File: config.mk
export PLATFORM = sky130hd
export DESIGN_NAME = mulwUnit
export DESIGN_NICKNAME = d
export VERILOG_FILES = /design/src/design/laneDefs.sv /design/src/design/mulwUnit.sv
export SDC_FILE = /design/constraint.sdc
export NUM_CORES = 2
export LEC_CHECK = 0
export BUFFER_PORTS_ARGS = -buffer_cell sky130_fd_sc_hd__buf_4
export CAP_MARGIN = 20
export CORE_MARGIN = 2
export CORE_UTILIZATION = 23
export CTS_CLUSTER_DIAMETER = 150
export DETAILED_ROUTE_END_ITERATION = 8
export SLEW_MARGIN = 0
export SYNTH_ARGS = -nofsm -noshare
export SYNTH_HDL_FRONTEND = slang
export SYNTH_SLANG_ARGS = --single-unit
File: constraint.sdc
create_clock -name clock -period 16.19 [get_ports clock]
set_input_delay 0.8095 -clock clock [delete_from_list [all_inputs] [get_ports clock]]
set_output_delay 0.8095 -clock clock [all_outputs]
set_load 0.1 [all_outputs]
File: src/design/laneDefs.sv
// Widths, command and sub-op codes and stage payloads of the secondary lane execute path
// Every lane module imports what it needs from here
`default_nettype none

package laneDefs;

	localparam int valueWidth = 64;	// Operand and result width
	localparam int regIdWidth = 6;	// GPR id width
	localparam int immWidth = 33;	// Decoded immediate, sign bit on top

	typedef logic [regIdWidth-1:0] regIdT;

	localparam regIdT regZero = regIdT'(0);	// Zero register, writes dropped

	typedef enum logic [5:0] {
		cmdNop   = 6'h00,
		cmdMovIr = 6'h01,	// Immediate move
		cmdLeaMr = 6'h02,	// Address generation move
		cmdMovMr = 6'h03,	// Load, data comes from memory later
		cmdAlu3  = 6'h04,	// Three-operand ALU
		cmdUnary = 6'h05,	// Single-operand ALU on B
		cmdAluW3 = 6'h06,	// 32-bit ALU, sign-extended
		cmdMulW3 = 6'h07	// Word multiply, result in EX2
	} uCmdT;

	// Sub-op field; LEA reads only the low two bits as the index scale
	typedef logic [5:0] uIxtT;

	localparam uIxtT ixAdd = 6'h00;	// Also ALUW3 add
	localparam uIxtT ixSub = 6'h01;	// Also ALUW3 sub
	localparam uIxtT ixAnd = 6'h02;
	localparam uIxtT ixOr  = 6'h03;
	localparam uIxtT ixXor = 6'h04;
	localparam uIxtT ixNot = 6'h05;	// UNARY only
	localparam uIxtT ixNeg = 6'h06;	// UNARY only

	// Issue register payload, command kept in the top bits
	typedef struct packed {
		uCmdT uCmd;
		uIxtT uIxt;
		regIdT regIdRm;
		logic [valueWidth-1:0] regValRs;
		logic [valueWidth-1:0] regValRt;
		logic [immWidth-1:0] regValImm;
	} issueBundleT;

	// EX1/EX2 register payload, command kept in the top bits
	typedef struct packed {
		uCmdT uCmd;
		regIdT regIdRm;
		regIdT regIdRn1;
		logic [valueWidth-1:0] regValRn1;
	} ex2BundleT;

endpackage

`default_nettype wire

File: src/design/mulwUnit.sv
// Signed 32x32 word multiplier, started by EX1 and read by EX2 one cycle later
// Product holds its value until the next start
`timescale 1ns/1ps
`default_nettype none

module mulwUnit (
	input wire clock,
	input wire reset,
	input wire start,
	input wire [laneDefs::valueWidth-1:0] valA,
	input wire [laneDefs::valueWidth-1:0] valB,
	output logic [laneDefs::valueWidth-1:0] product
);
	import laneDefs::*;

	logic signed [valueWidth-1:0] wordProduct;	// Full 64-bit signed product

	assign wordProduct = valueWidth'($signed(valA[31:0]))
		* valueWidth'($signed(valB[31:0]));	// Low words, sign-extended first

	always_ff @(posedge clock) begin
		if (reset) begin
			product <= '0;
		end else if (start) begin
			product <= wordProduct;	// Lines up with the op entering EX2
		end
	end

	// An X start would leave EX2 reading a product of unknown age
	startKnown: assert property (@(posedge clock) disable iff (reset)
		!$isunknown(start))
		else $error("mulwUnit: start unknown");

endmodule

`default_nettype wire

* Word level (Yosys, flattened, before mapping)
Cells that the tools add are included.
Operators by class: multipliers 1
Operator list (count):
- $mul 32x32->64 | 1
Word-level totals: register bits after elaboration 64, input port bits 131, output and inout bits 64, logic and storage cells 2

* Longest topological paths before layout
word-level depth 1, depth in mapped cells 29, depth with buffers taken out 26

* Worst setup path after synthesis
OpenSTA, ideal clock, no wires.
kind input port to flip-flop, from in valB[2] (netlist name), to reg product[60] (netlist name), setup time 0.065 ns, data arrival time 8.132 ns, data required time 16.125 ns, path slack 7.993 ns, stages on the path 27, buffers on the path 3, cell sequence clkbuf_1 -> nand2_1 -> inv_1 -> fa_1 -> fa_1 -> fa_1 -> fa_1 -> inv_1 -> fa_1 -> inv_1 -> fa_1 -> inv_1 -> fa_1 -> inv_1 -> fa_1 -> ha_1 -> clkbuf_1 -> a21o_1 -> a21o_1 -> a211oi_1 -> o21ai_0 -> o211ai_1 -> o21ai_2 -> and3_1 -> buf_6 -> a311o_1 -> nand3_1
Between the ends: cells in the longest elaborated chain, start to end 1
Ends and longest elaborated chain:
- from (decl) | line mulwUnit.sv:11 | input wire [laneDefs::valueWidth-1:0] valB,
- $mul 32x32->64 | line mulwUnit.sv:19 | * valueWidth'($signed(valB[31:0]));
- to (signal assigned) | line mulwUnit.sv:25 | product <= wordProduct;
- to (decl) | line mulwUnit.sv:12 | output logic [laneDefs::valueWidth-1:0] product
Every way passes these cells. A chain may end at the register's enable or synchronous reset.

* Worst setup path after layout
from in valB[5] (netlist name), to reg product[60] (netlist name)
The elaborated chain is that of the path after synthesis.

==> impl_metrics.csv <==
group,metric,value,unit
clock_tree,postCtsHoldBufs,0,
finish,multi_input_area,32600,sq um
finish,drive_gt1_frac,0.0418,
setup_path,crit_path_end_kind,"register",
clock_tree,htree_levels,3,
sta,fin_setup_tns,0,ns
place,io_buffers,130,
finish,nFillCells,17700,
floorplan,io_pins,195,
sta,worst_pin_slew,0.941,ns
synth,ys_warn_count,0,
synth,synth.most_common_cell,"fa_1",
sta,drv_slew,0,
sta,relSlewSlack,0.369,
min_path,hp-start,"product[0]$_SDFFE_PP0P_",
sta,layout_setup_ws,7.35,ns
routing,top_layer_used,"met5",
setup_path,ff2ff_setup_slack,15.38,ns
grt,grt_max_degree,66,
place,place_congestion,0.849,
sta,fmax,113,MHz
routing,wl_met2,59000,um
routing,via_per_inst,4.37,
finish,area_growth,8.36,%
setup_path,cp_max_fo,32,
clock_tree,worst_skew_pair.late_latency,0.35,ns
routing,met1_length,41500,um
finish,regMostFlops,"product",
finish,fin_util,0.252,
finish,largest_reg_flops,64,
routing,first_iter_violations,1450,
min_path,hold_end,"product[0]$_SDFFE_PP0P_",
routing,first_pass_iters,5,
flow_run,drv_cap,0,
synth,syn_avg_cell_area,9.36,sq um
setup_path,r2r_end,"product[63]$_SDFFE_PP0P_",
synth,yosys_most_used_dff,"dfxtp_1",
clock_tree,cts_tree,"built",
routing,post-route-drc-count,0,
grt,grt_usage,0.133,
setup_path,worstSetupPathType,"input port to register",
place,pre_cts_ws,6.80,ns
synth,synth_nets,5497,
floorplan,core,165000,sq um
routing,drt_wl_total,110000,um
clock_tree,cts-buffers-inserted,9,
floorplan,num_rows,149,
synth,async_flop_share,0,
clock_tree,cts-resized-gates,0,
finish,regArea,1280,sq um
sta,fin_crit,8.84,ns
synth,synth-edff-count,0,
grt,grt_first_pass_wirelength,175000,um
clock_tree,root_buffer,"clkbuf_16",
clock_tree,cts.sinks,64,
finish,layout.nets,5407,
setup_path,startpoint_type,"input port",
floorplan,die_x,413,um
sta,rsz0062_at_grt,"false",
sta,finClkSkew,0,ns
floorplan,start_util,0.232,
grt,antenna_found_initial,28,
synth,yosysUniqueCellTypes,67,
floorplan,chipHeight,413,um
routing,vias,27100,
setup_path,cp.arrival,9.14,ns
synth,synth-seq-area-share,0.0334,
clock_tree,cts.clk_slew.worst_paths,0.06,ns
min_path,hp-class,"register to register",
setup_path,cp.required,16.49,ns
sta,setup_violations,0,
sta,fin_crit_sh,0.546,
routing,postRouteAntennaNets,0,
run_status,status,"finished clean",
grt,grt_pass1_vias,30600,
min_path,hold_depth,2,
synth,synth_top_area_share,0.564,
finish,top_regs,"product x64",
grt,grt.overflow.total,0,
synth,yosysTopAreaCell,"fa_1",
synth,syn_area,38400,sq um
setup_path,worst-r2r-cell-count,3,
synth,synth_top_cells_by_count,"fa_1, inv_1, nand2_1",
place,hpwl,89100,um
routing,wl_met3,5460,um
floorplan,die-area,170000,sq um
clock_tree,cts_post_setup_buffers_inserted,0,
synth,ys_ff_latch,64,
setup_path,rr_startpoint,"product[63]$_SDFFE_PP0P_",
clock_tree,clock_path_buffers,2,
sta,hold_violations,0,
routing,wire_per_inst,17.7,um
synth,synth_area_leaders,"fa_1, inv_1, and2_1",
synth,syn-instance-count,4100,
how the worst max path moves through the flow:
stage / startpoint / endpoint / slack (ns) / depth (start not counted)
detailed placement: valB[2] / product[53]$_SDFFE_PP0P_ / 6.80 / 23
global placement: valB[2] / product[53]$_SDFFE_PP0P_ / 6.80 / 23
finish: valB[5] / product[60]$_SDFFE_PP0P_ / 7.35 / 27
floorplan: valB[2] / product[60]$_SDFFE_PP0P_ / 7.99 / 27
global route: valB[5] / product[60]$_SDFFE_PP0P_ / 6.87 / 27
CTS: valB[2] / product[53]$_SDFFE_PP0P_ / 7.12 / 23
worst max-delay path: stages:
cell and delay (ns):
buf_4 0.38, nand2_1 0.23, inv_1 0.13, fa_1 0.39
inv_1 0.27, fa_1 0.48, inv_1 0.22, fa_1 0.50
fa_1 0.86, inv_1 0.43, fa_1 0.61, inv_1 0.06
fa_1 0.52, inv_1 0.05, fa_1 0.48, inv_1 0.06
fa_1 0.45, ha_1 0.41, a21o_1 0.22, a21o_1 0.18
a211oi_1 0.24, o21ai_0 0.14, o211ai_1 0.14, o21ai_2 0.12
and3_1 0.28, a311o_1 0.37, nand3_1 0.06
cell families after synthesis:
family	after synthesis	synth area share
multiplexers	40	0.0104
adder cells (fa/ha/maj)	1266	0.624
XOR/XNOR	58	0.0132
AO/OA/AOI/OAI	224	0.0391
buffers and inverters	1189	0.117
flip-flops	64	0.0334
AND/OR/NAND/NOR	1259	0.163
cell type report:
cell class | instances | area share
Timing Repair Buffer | 134 | 0.0242
Sequential cell | 64 | 0.0308
Tap cell | 2189 | 0.0658
Inverter | 954 | 0.0861
Antenna cell | 3 | 0.000180
Clock buffer | 10 | 0.00575
Multi-Input combinational cell | 2847 | 0.784
Clock inverter | 6 | 0.00277
placed cells by master, fill, tap and decap left out, types with 40 or more instances in the layout:
cell,synthesis,layout
fa_1,1082,1082
inv_1,953,953
nand2_1,538,538
and2_1,512,512
ha_1,184,184
buf_4,0,133
nor2_1,101,101
a21oi_1,69,69
dfxtp_1,64,64
mux2i_1,40,40
per-layer routing:
layer / global-route usage / vias to the layer above
met5: 0 / -
met4: 0.0374 / 4
met1: 0.154 / 14500
met2: 0.251 / 784
li1: - / 11600
met3: 0.0196 / 223
per-stage QoR:
stage	instance area (sq um)	std cells	hold slack (ns)
2_1_floorplan	38400	4100	0.879
3_3_place_gp	41200	6187	0.449
3_5_place_dp	41200	6187	0.457
4_1_cts	41600	6203	0.469
5_1_grt	41600	6204	0.493
6_report	41600	6207	0.464
Power is left out: the tool's default activity adds up to more than one toggle a clock period on the data nets, which glitch-free logic cannot reach.
